==> src/rtl/rv_decode_pkg.sv <==
`default_nettype none

package rv_decode_pkg;

    typedef logic [31:0] xlen_t;        // Register data, PC, immediate
    typedef logic [31:0] instr_t;
    typedef logic [4:0]  reg_idx_t;
    typedef logic [2:0]  func3_t;
    typedef logic [6:0]  opcode_t;
    typedef logic [1:0]  alu_src_sel_t; // [1] imm as operand b, [0] pc as operand a

    typedef enum logic [1:0] {
        DB,                             // Byte
        DH,                             // Halfword
        DW                              // Word
    } data_width_e;

    typedef enum logic [2:0] {
        R,
        I,
        S,
        B,
        U,
        J,
        NONE
    } instr_fmt_e;

    // Major opcodes
    localparam opcode_t OP_LUI    = 7'b0110111;
    localparam opcode_t OP_AUIPC  = 7'b0010111;
    localparam opcode_t OP_JAL    = 7'b1101111;
    localparam opcode_t OP_JALR   = 7'b1100111;
    localparam opcode_t OP_BRANCH = 7'b1100011;
    localparam opcode_t OP_LOAD   = 7'b0000011;
    localparam opcode_t OP_STORE  = 7'b0100011;
    localparam opcode_t OP_IMM    = 7'b0010011;
    localparam opcode_t OP_REG    = 7'b0110011;

    localparam logic [6:0] F7_BASE   = 7'b0000000;
    localparam logic [6:0] F7_ALT    = 7'b0100000; // SUB and SRA/SRAI
    localparam logic [6:0] F7_MULDIV = 7'b0000001;

    // ALU func3, shared by OP_IMM and OP_REG
    localparam func3_t F3_ADD  = 3'd0;
    localparam func3_t F3_SLL  = 3'd1;
    localparam func3_t F3_SLT  = 3'd2;
    localparam func3_t F3_SLTU = 3'd3;
    localparam func3_t F3_XOR  = 3'd4;
    localparam func3_t F3_SRL  = 3'd5;
    localparam func3_t F3_OR   = 3'd6;
    localparam func3_t F3_AND  = 3'd7;

    localparam func3_t F3_BEQ  = 3'd0;
    localparam func3_t F3_BNE  = 3'd1;
    localparam func3_t F3_BLT  = 3'd4;
    localparam func3_t F3_BGE  = 3'd5;
    localparam func3_t F3_BLTU = 3'd6;
    localparam func3_t F3_BGEU = 3'd7;

    // Load and store widths, low two bits give the access size
    localparam func3_t F3_BYTE   = 3'd0;
    localparam func3_t F3_HALF   = 3'd1;
    localparam func3_t F3_WORD   = 3'd2;
    localparam func3_t F3_BYTE_U = 3'd4;
    localparam func3_t F3_HALF_U = 3'd5;

    localparam func3_t F3_MUL    = 3'd0;
    localparam func3_t F3_MULH   = 3'd1;
    localparam func3_t F3_MULHSU = 3'd2;
    localparam func3_t F3_MULHU  = 3'd3;
    localparam func3_t F3_DIV    = 3'd4;
    localparam func3_t F3_DIVU   = 3'd5;
    localparam func3_t F3_REM    = 3'd6;
    localparam func3_t F3_REMU   = 3'd7;

    typedef struct packed {
        logic        w;                    // Writes rd
        logic        l;                    // Load
        logic        s;                    // Store
        logic        b;                    // Conditional branch
        logic        j;                    // Jump, JAL or JALR
        logic        a;                    // ALU result goes to rd
        logic        m;                    // Multiply or divide unit
        logic        sign;                 // Signed compare or subtract/arith shift
        logic        sign_ex;              // Sign extend load data
        logic        ignore_first_operand; // LUI, operand a forced to zero
        logic        illegal;
        data_width_e dw;
    } ctrl_t;

    typedef struct packed {
        ctrl_t        ctrl;
        xlen_t        imm;
        alu_src_sel_t alu_src_sel;
        func3_t       func3;
        reg_idx_t     rd;
        reg_idx_t     rs1;
        reg_idx_t     rs2;
        xlen_t        rs1_val;
        xlen_t        rs2_val;
        xlen_t        pc;
    } decoded_t;

    typedef struct packed {
        logic     en;
        reg_idx_t rd;
        xlen_t    data;
    } wb_t;

endpackage

`default_nettype wire

==> src/rtl/instr_decoder.sv <==
`timescale 1ns/1ns
`default_nettype none

module instr_decoder (
    input  rv_decode_pkg::instr_t   instr,
    output rv_decode_pkg::decoded_t dec
);

    logic [6:0]                   f7;
    rv_decode_pkg::func3_t        f3;
    rv_decode_pkg::opcode_t       opcode;
    rv_decode_pkg::ctrl_t         ctrl;
    rv_decode_pkg::instr_fmt_e    fmt;
    rv_decode_pkg::xlen_t         imm;
    rv_decode_pkg::alu_src_sel_t  alu_src_sel;

    assign f7     = instr[31:25];
    assign f3     = instr[14:12];
    assign opcode = instr[6:0];

    always_comb begin
        ctrl = '0;
        fmt  = rv_decode_pkg::NONE;
        casez ({f7, f3, opcode})
            {7'b???????, 3'b???, rv_decode_pkg::OP_LUI}: begin
                ctrl.w                    = 1'b1;
                ctrl.ignore_first_operand = 1'b1;
                fmt                       = rv_decode_pkg::U;
            end
            {7'b???????, 3'b???, rv_decode_pkg::OP_AUIPC}: begin
                ctrl.w = 1'b1;
                fmt    = rv_decode_pkg::U;
            end
            {7'b???????, 3'b???, rv_decode_pkg::OP_JAL}: begin
                ctrl.w = 1'b1;
                ctrl.j = 1'b1;
                fmt    = rv_decode_pkg::J;
            end
            {7'b???????, 3'b000, rv_decode_pkg::OP_JALR}: begin
                ctrl.w = 1'b1;
                ctrl.j = 1'b1;
                fmt    = rv_decode_pkg::I;
            end
            {7'b???????, rv_decode_pkg::F3_BEQ,  rv_decode_pkg::OP_BRANCH},
            {7'b???????, rv_decode_pkg::F3_BNE,  rv_decode_pkg::OP_BRANCH},
            {7'b???????, rv_decode_pkg::F3_BLT,  rv_decode_pkg::OP_BRANCH},
            {7'b???????, rv_decode_pkg::F3_BGE,  rv_decode_pkg::OP_BRANCH},
            {7'b???????, rv_decode_pkg::F3_BLTU, rv_decode_pkg::OP_BRANCH},
            {7'b???????, rv_decode_pkg::F3_BGEU, rv_decode_pkg::OP_BRANCH}: begin
                ctrl.b    = 1'b1;
                ctrl.sign = 1'b1; // Compare through the subtractor
                fmt       = rv_decode_pkg::B;
            end
            {7'b???????, rv_decode_pkg::F3_BYTE, rv_decode_pkg::OP_LOAD},
            {7'b???????, rv_decode_pkg::F3_HALF, rv_decode_pkg::OP_LOAD},
            {7'b???????, rv_decode_pkg::F3_WORD, rv_decode_pkg::OP_LOAD}: begin
                ctrl.l       = 1'b1;
                ctrl.w       = 1'b1;
                ctrl.sign_ex = 1'b1;
                fmt          = rv_decode_pkg::I;
            end
            {7'b???????, rv_decode_pkg::F3_BYTE_U, rv_decode_pkg::OP_LOAD},
            {7'b???????, rv_decode_pkg::F3_HALF_U, rv_decode_pkg::OP_LOAD}: begin
                ctrl.l = 1'b1;
                ctrl.w = 1'b1;
                fmt    = rv_decode_pkg::I;
            end
            {7'b???????, rv_decode_pkg::F3_BYTE, rv_decode_pkg::OP_STORE},
            {7'b???????, rv_decode_pkg::F3_HALF, rv_decode_pkg::OP_STORE},
            {7'b???????, rv_decode_pkg::F3_WORD, rv_decode_pkg::OP_STORE}: begin
                ctrl.s = 1'b1;
                fmt    = rv_decode_pkg::S;
            end
            {7'b???????, rv_decode_pkg::F3_ADD, rv_decode_pkg::OP_IMM},
            {7'b???????, rv_decode_pkg::F3_XOR, rv_decode_pkg::OP_IMM},
            {7'b???????, rv_decode_pkg::F3_OR,  rv_decode_pkg::OP_IMM},
            {7'b???????, rv_decode_pkg::F3_AND, rv_decode_pkg::OP_IMM},
            {rv_decode_pkg::F7_BASE, rv_decode_pkg::F3_SLL, rv_decode_pkg::OP_IMM},
            {rv_decode_pkg::F7_BASE, rv_decode_pkg::F3_SRL, rv_decode_pkg::OP_IMM}: begin
                ctrl.w = 1'b1;
                ctrl.a = 1'b1;
                fmt    = rv_decode_pkg::I;
            end
            {7'b???????, rv_decode_pkg::F3_SLT,  rv_decode_pkg::OP_IMM},
            {7'b???????, rv_decode_pkg::F3_SLTU, rv_decode_pkg::OP_IMM},
            {rv_decode_pkg::F7_ALT, rv_decode_pkg::F3_SRL, rv_decode_pkg::OP_IMM}: begin
                ctrl.w    = 1'b1;
                ctrl.a    = 1'b1;
                ctrl.sign = 1'b1;
                fmt       = rv_decode_pkg::I;
            end
            {rv_decode_pkg::F7_BASE, rv_decode_pkg::F3_ADD, rv_decode_pkg::OP_REG},
            {rv_decode_pkg::F7_BASE, rv_decode_pkg::F3_SLL, rv_decode_pkg::OP_REG},
            {rv_decode_pkg::F7_BASE, rv_decode_pkg::F3_XOR, rv_decode_pkg::OP_REG},
            {rv_decode_pkg::F7_BASE, rv_decode_pkg::F3_SRL, rv_decode_pkg::OP_REG},
            {rv_decode_pkg::F7_BASE, rv_decode_pkg::F3_OR,  rv_decode_pkg::OP_REG},
            {rv_decode_pkg::F7_BASE, rv_decode_pkg::F3_AND, rv_decode_pkg::OP_REG}: begin
                ctrl.w = 1'b1;
                ctrl.a = 1'b1;
                fmt    = rv_decode_pkg::R;
            end
            {rv_decode_pkg::F7_ALT,  rv_decode_pkg::F3_ADD,  rv_decode_pkg::OP_REG}, // SUB
            {rv_decode_pkg::F7_BASE, rv_decode_pkg::F3_SLT,  rv_decode_pkg::OP_REG},
            {rv_decode_pkg::F7_BASE, rv_decode_pkg::F3_SLTU, rv_decode_pkg::OP_REG},
            {rv_decode_pkg::F7_ALT,  rv_decode_pkg::F3_SRL,  rv_decode_pkg::OP_REG}: begin
                ctrl.w    = 1'b1;
                ctrl.a    = 1'b1;
                ctrl.sign = 1'b1;
                fmt       = rv_decode_pkg::R;
            end
            {rv_decode_pkg::F7_MULDIV, rv_decode_pkg::F3_MUL,    rv_decode_pkg::OP_REG},
            {rv_decode_pkg::F7_MULDIV, rv_decode_pkg::F3_MULH,   rv_decode_pkg::OP_REG},
            {rv_decode_pkg::F7_MULDIV, rv_decode_pkg::F3_MULHSU, rv_decode_pkg::OP_REG},
            {rv_decode_pkg::F7_MULDIV, rv_decode_pkg::F3_MULHU,  rv_decode_pkg::OP_REG},
            {rv_decode_pkg::F7_MULDIV, rv_decode_pkg::F3_DIV,    rv_decode_pkg::OP_REG},
            {rv_decode_pkg::F7_MULDIV, rv_decode_pkg::F3_DIVU,   rv_decode_pkg::OP_REG},
            {rv_decode_pkg::F7_MULDIV, rv_decode_pkg::F3_REM,    rv_decode_pkg::OP_REG},
            {rv_decode_pkg::F7_MULDIV, rv_decode_pkg::F3_REMU,   rv_decode_pkg::OP_REG}: begin
                ctrl.w = 1'b1;
                ctrl.m = 1'b1;
                fmt    = rv_decode_pkg::R;
            end
            default: begin
                ctrl.illegal = 1'b1; // Unknown word becomes a NOP
            end
        endcase
        if (ctrl.l || ctrl.s) begin
            case (f3[1:0])
                2'b00:   ctrl.dw = rv_decode_pkg::DB;
                2'b01:   ctrl.dw = rv_decode_pkg::DH;
                default: ctrl.dw = rv_decode_pkg::DW;
            endcase
        end
    end

    always_comb begin
        case (fmt)
            rv_decode_pkg::I: begin
                imm         = {{20{instr[31]}}, instr[31:20]};
                alu_src_sel = 2'b10;
            end
            rv_decode_pkg::S: begin
                imm         = {{20{instr[31]}}, instr[31:25], instr[11:7]};
                alu_src_sel = 2'b10;
            end
            rv_decode_pkg::B: begin
                imm         = {{20{instr[31]}}, instr[7], instr[30:25], instr[11:8], 1'b0};
                alu_src_sel = 2'b00; // Target adder takes imm, ALU compares registers
            end
            rv_decode_pkg::U: begin
                imm         = {instr[31:12], 12'b0};
                alu_src_sel = 2'b11;
            end
            rv_decode_pkg::J: begin
                imm         = {{12{instr[31]}}, instr[19:12], instr[20], instr[30:21], 1'b0};
                alu_src_sel = 2'b11;
            end
            default: begin
                imm         = '0; // R format and NOP
                alu_src_sel = 2'b00;
            end
        endcase
    end

    assign dec = '{
        ctrl:        ctrl,
        imm:         imm,
        alu_src_sel: alu_src_sel,
        func3:       f3,
        rd:          instr[11:7],
        rs1:         instr[19:15],
        rs2:         instr[24:20],
        rs1_val:     '0,
        rs2_val:     '0,
        pc:          '0
    };

    // Case table sanity, no word both stores and writes rd or loads and branches
    always_comb begin
        assert (!(dec.ctrl.s && dec.ctrl.w) && !(dec.ctrl.l && dec.ctrl.b))
            else $error("instr_decoder: conflicting control flags for %h", instr);
    end

endmodule

`default_nettype wire

==> src/rtl/reg_file.sv <==
`timescale 1ns/1ns
`default_nettype none

module reg_file (
    input  logic                  clk,
    input  logic                  rst,
    input  rv_decode_pkg::wb_t    wb,
    input  rv_decode_pkg::reg_idx_t rs1,
    input  rv_decode_pkg::reg_idx_t rs2,
    output rv_decode_pkg::xlen_t  rs1_val,
    output rv_decode_pkg::xlen_t  rs2_val
);

    rv_decode_pkg::xlen_t regs [32];
    logic                 we;

    assign we = wb.en && (wb.rd != '0); // Writes to x0 are dropped

    always_ff @(posedge clk) begin
        if (rst) begin
            for (int k = 0; k < 32; k++) begin
                regs[k] <= '0;
            end
        end else if (we) begin
            regs[wb.rd] <= wb.data;
        end
    end

    function automatic rv_decode_pkg::xlen_t read_port(input rv_decode_pkg::reg_idx_t idx);
        rv_decode_pkg::xlen_t val;
        if (idx == '0) begin
            val = '0;
        end else if (we && (wb.rd == idx)) begin
            val = wb.data;   // Same-cycle writeback bypass
        end else begin
            val = regs[idx];
        end
        return val;
    endfunction

    always_comb begin
        rs1_val = read_port(rs1);
        rs2_val = read_port(rs2);
    end

    // x0 storage never picks up a value, whatever writeback does
    assert property (@(posedge clk) disable iff (rst) regs[0] == '0)
        else $error("reg_file: x0 holds %h", regs[0]);

endmodule

`default_nettype wire

==> src/rtl/id_ex_reg.sv <==
`timescale 1ns/1ns
`default_nettype none

module id_ex_reg (
    input  logic                    clk,
    input  logic                    rst,
    input  rv_decode_pkg::decoded_t d,
    input  logic                    d_valid,
    input  logic                    stall,
    input  logic                    flush,
    input  rv_decode_pkg::wb_t      wb,
    output rv_decode_pkg::decoded_t q,
    output logic                    q_valid
);

    logic wb_hit;

    assign wb_hit = wb.en && (wb.rd != '0);

    always_ff @(posedge clk) begin
        if (rst) begin
            q       <= '0;
            q_valid <= 1'b0;
        end else begin
            if (flush) begin
                q_valid <= 1'b0;    // Flush wins over stall
            end else if (!stall) begin
                q_valid <= d_valid;
            end

            if (!stall) begin
                q <= d;
            end else begin
                // Held entry must not miss a result written while it waits
                if (wb_hit && (wb.rd == q.rs1)) begin
                    q.rs1_val <= wb.data;
                end
                if (wb_hit && (wb.rd == q.rs2)) begin
                    q.rs2_val <= wb.data;
                end
            end
        end
    end

    assert property (@(posedge clk) disable iff (rst)
        (stall && !flush && !wb_hit) |=> ($stable(q) && $stable(q_valid)))
        else $error("id_ex_reg: entry changed during a quiet stall");

endmodule

`default_nettype wire

==> src/rtl/decode_top.sv <==
`timescale 1ns/1ns
`default_nettype none

module decode_top (
    input  logic                    clk,
    input  logic                    rst,
    input  rv_decode_pkg::instr_t   instr,
    input  rv_decode_pkg::xlen_t    pc,
    input  logic                    instr_valid,
    input  logic                    stall,
    input  logic                    flush,
    input  rv_decode_pkg::wb_t      wb,
    output rv_decode_pkg::decoded_t ex,
    output logic                    ex_valid
);

    rv_decode_pkg::decoded_t dec;       // Decoder result, operands still zero
    rv_decode_pkg::decoded_t id_bundle; // Full bundle into ID/EX
    rv_decode_pkg::xlen_t    rs1_val;
    rv_decode_pkg::xlen_t    rs2_val;

    instr_decoder instr_decoder_inst (
        .instr (instr),
        .dec   (dec)
    );

    reg_file reg_file_inst (
        .clk     (clk),
        .rst     (rst),
        .wb      (wb),
        .rs1     (dec.rs1),
        .rs2     (dec.rs2),
        .rs1_val (rs1_val),
        .rs2_val (rs2_val)
    );

    assign id_bundle = '{
        ctrl:        dec.ctrl,
        imm:         dec.imm,
        alu_src_sel: dec.alu_src_sel,
        func3:       dec.func3,
        rd:          dec.rd,
        rs1:         dec.rs1,
        rs2:         dec.rs2,
        rs1_val:     rs1_val,
        rs2_val:     rs2_val,
        pc:          pc
    };

    id_ex_reg id_ex_reg_inst (
        .clk     (clk),
        .rst     (rst),
        .d       (id_bundle),
        .d_valid (instr_valid),
        .stall   (stall),
        .flush   (flush),
        .wb      (wb),
        .q       (ex),
        .q_valid (ex_valid)
    );

endmodule

`default_nettype wire

==> config.mk <==
export PLATFORM = sky130hd
export DESIGN_NAME = decode_top
export DESIGN_NICKNAME = d
export VERILOG_FILES = /design/src/rtl/rv_decode_pkg.sv /design/src/rtl/instr_decoder.sv /design/src/rtl/reg_file.sv /design/src/rtl/id_ex_reg.sv /design/src/rtl/decode_top.sv
export SDC_FILE = /design/constraint.sdc
export NUM_CORES = 2
export LEC_CHECK = 0
export BUFFER_PORTS_ARGS = -buffer_cell sky130_fd_sc_hd__buf_2
export CAP_MARGIN = 0
export CORE_ASPECT_RATIO = 0.75
export CORE_MARGIN = 2
export CORE_UTILIZATION = 30
export CTS_CLUSTER_DIAMETER = 30
export CTS_CLUSTER_SIZE = 30
export DETAILED_ROUTE_END_ITERATION = 12
export MAX_ROUTING_LAYER = met4
export SLEW_MARGIN = 10
export SYNTH_ARGS = -nofsm -noshare
export SYNTH_HDL_FRONTEND = slang
export SYNTH_SLANG_ARGS = --single-unit
==> constraint.sdc <==
create_clock -name clk -period 2.6 [get_ports clk]
set_input_delay 0.65 -clock clk [delete_from_list [all_inputs] [get_ports clk]]
set_output_delay 0.65 -clock clk [all_outputs]
set_load 0.1 [all_outputs]
==> results.sh <==
export IMPL_ir_drop_mv=0.506
export IMPL_drcViolationCount=0
export IMPL_cts_sinks=1186
export IMPL_multi_input_area_sq_um=25800
export IMPL_routed_via_density=5.48
export IMPL_ant_nets=0
export IMPL_post_cts_buffers=0
export IMPL_end_kind="output pin"
export IMPL_r2r_start="id_ex_reg_inst.q[100]"
export IMPL_slew_violations=0
export IMPL_hold_viol_final=0
export IMPL_yosys_warnings=0
export IMPL_crit_path_cell_trace="buf_2"
export IMPL_post_dp_hpwl_microns=139000
export IMPL_worstSkewPairLatency_ns=0.83
export IMPL_drtIter0Drc=5344
export IMPL_grt_pass1_vias=39598
export IMPL_setup_viol=0
export IMPL_relSlewSlack_pct=42.3
export IMPL_cp_max_fo=2
export IMPL_critPathLaunch="id_ex_reg_inst.q[43]"
export IMPL_port_buffers=268
export IMPL_cts_tree="yes"
export IMPL_worst_setup_path_start_kind="flop"
export IMPL_num_vias=39810
export IMPL_cp_arrival_ns=1.90
export IMPL_postCtsResizedCells=0
export IMPL_synthCells=3958
export IMPL_grt_ovfl_total=0
export IMPL_ios=269
export IMPL_postSynth_asyncResetShare_pct=0
export IMPL_power_density_nw_per_um2=746
export IMPL_maxCapViolCount=0
export IMPL_max_stage_delay_ns=0.57
export IMPL_core_sq_um=203000
export IMPL_cts_root_buffer="clkbuf_16"
export IMPL_die_h_microns=396
export IMPL_clk_pin_slew_ns=0.06
export IMPL_cp_data_required_time_ns=1.95
export IMPL_initial_core_util_pct=30.3
export IMPL_crit_type="flop to output pin"
export IMPL_synth_top_area_cell="edfxtp_1"
export IMPL_ctsHtreeMaxLevel=4
export IMPL_numCtsBuffers=204
export IMPL_drive_gt1_share_pct=38.5
export IMPL_layout_common_cells="edfxtp_1 (1,024), and2_1 (994), mux4_2 (640), buf_2 (258), buf_4 (223)"
export IMPL_hold_path_class="input pin to flop"
export IMPL_ys_seq_area_share_pct=55.3
export IMPL_synth_area_leaders="edfxtp_1 (50%), mux4_2 (23%), and2_1 (10%), dfxtp_1 (5.3%), clkbuf_1 (1.9%)"
export IMPL_dieArea_sq_um=208000
export IMPL_fmax_mhz=392
export IMPL_synth_enable_flop_cells=1024
export IMPL_placementRows=143
export IMPL_grt_util_met1_pct=28.6
export IMPL_fillers=18755
export IMPL_postSynthAreaPerCell_sq_um=15.5
export IMPL_holdBufCountCts=0
export IMPL_seqCellArea_sq_um=34000
export IMPL_period_needed_ns=2.55
export IMPL_finalClockSkew_ns=0.0502
export IMPL_leakage_nw=27.4
export IMPL_grt_pass1_wl_microns=297000
export IMPL_dr_pass1_iters=6
export IMPL_use_met2_pct=30.0
export IMPL_ys_seq_elements=1186
export IMPL_antenna_found_initial=23
export IMPL_final_common_cell="edfxtp_1"
export IMPL_syn_area_sq_um=61400
export IMPL_routabilityCongestion=0.863
export IMPL_whs_ns=0.0504
export IMPL_wl_per_cell_microns=28.8
export IMPL_p_total_mw=57.2
export IMPL_synth_cell_types=54
export IMPL_holdCritStartpoint="flush"
export IMPL_rsz0062_at_grt="no"
export IMPL_period_share_pct=98.2
export IMPL_totalWireLength_microns=210000
export IMPL_synth_top_area_share_pct=50.1
export IMPL_final_util_pct=37.7
export IMPL_area_growth_pct=24.7
export IMPL_synth_ff_type="edfxtp_1"
export IMPL_cp_num_buf_inv=1
export IMPL_grt_usage_pct=20.4
export IMPL_gr_usage_met3_pct=4.30
export IMPL_die_w_microns=527
export IMPL_worst_pin_slew_ns=0.864
export IMPL_critPathSlowestCell="dfxtp_1"
export IMPL_crit_family="flip-flops"
export IMPL_grt_max_degree=103
export IMPL_cts_buffer_depth=4
export IMPL_nets=4528
export IMPL_status="finished, final reports clean"
export IMPL_grt_busiest_layer="met2"
-- path summary, 6_finish.rpt --
| path | end | slack (ns) | depth (start not counted) |
|---|---|---|---|
| worst max-delay path | ex[43] | 0.05 | 1 |
| worst min-delay path | id_ex_reg_inst.q_valid | 0.05 | 2 |
| worst max register to register | id_ex_reg_inst.q[34] | 0.35 | 7 |
| worst min register to register | id_ex_reg_inst.q[149] | 0.46 | 2 |
-- cells in the mapped netlist (9+ instances only) --
cell,number
or2_2,34
a21oi_1,26
nand2b_1,34
o221ai_1,64
mux2_4,60
nor2_1,98
nand3b_1,14
buf_2,75
nand2_1,58
clkbuf_1,306
nand3_1,11
inv_1,70
buf_1,26
mux4_2,640
edfxtp_1,1024
and2_1,994
mux2i_1,51
buf_6,9
nor2b_1,9
o21ai_0,22
xnor2_1,14
dfxtp_1,162
a22oi_1,82
-- state kept, by name (all words and copies together) (netlist names) --
signal and cells:
id_ex_reg_inst.q 161, reg_file_inst.regs 1024, id_ex_reg_inst.q_valid 1
-- stage by stage --
step	instance area, sq um	setup TNS (ns)	setup slack [ns]	std cells
after floorplan	61600	-0.761	-0.0253	3989
after global placement	69600	-52.48	-0.197	6897
after detailed placement	69600	-58.71	-0.236	6897
after CTS	76600	0	0.0500	7266
after global routing	76600	0	0.00499	7269
final	76600	0	0.0476	7270
-- metal layers --
| layer | wire, microns | up-vias |
|---|---|---|
| met4 | 5060 | 0 |
| met2 | 93800 | 2476 |
| li1 | - | 16238 |
| met5 | 0 | - |
| met1 | 87900 | 20786 |
| met3 | 22900 | 310 |
-- cell families (layout without fill, tap and decap cells) --
family	count (synthesis)	count (layout)	share of synthesized area, %
AO/OA/AOI/OAI	223	223	2.70
XOR/XNOR	20	20	0.285
buffers and inverters	487	1082	3.24
flip-flops	1186	1186	55.3
multiplexers	756	756	25.9
other	1	36	0.00610
AND/OR/NAND/NOR	1285	1285	12.6
-- layout make-up --
type,count,area share (%)
clock inverter,131,2.05
sequential,1186,44.4
inverter,70,0.343
multi-input combinational,2316,33.8
antenna,4,0.0131
tap,2682,4.38
timing repair buffer,643,8.04
clock buffer,238,7.04
-- report_power, final --
group          switching [mW]  internal [mW]
Clock                    9.86           17.8
Combinational            4.20           2.93
Sequential              0.674           21.7
Power figures use the tool's default switching activity.
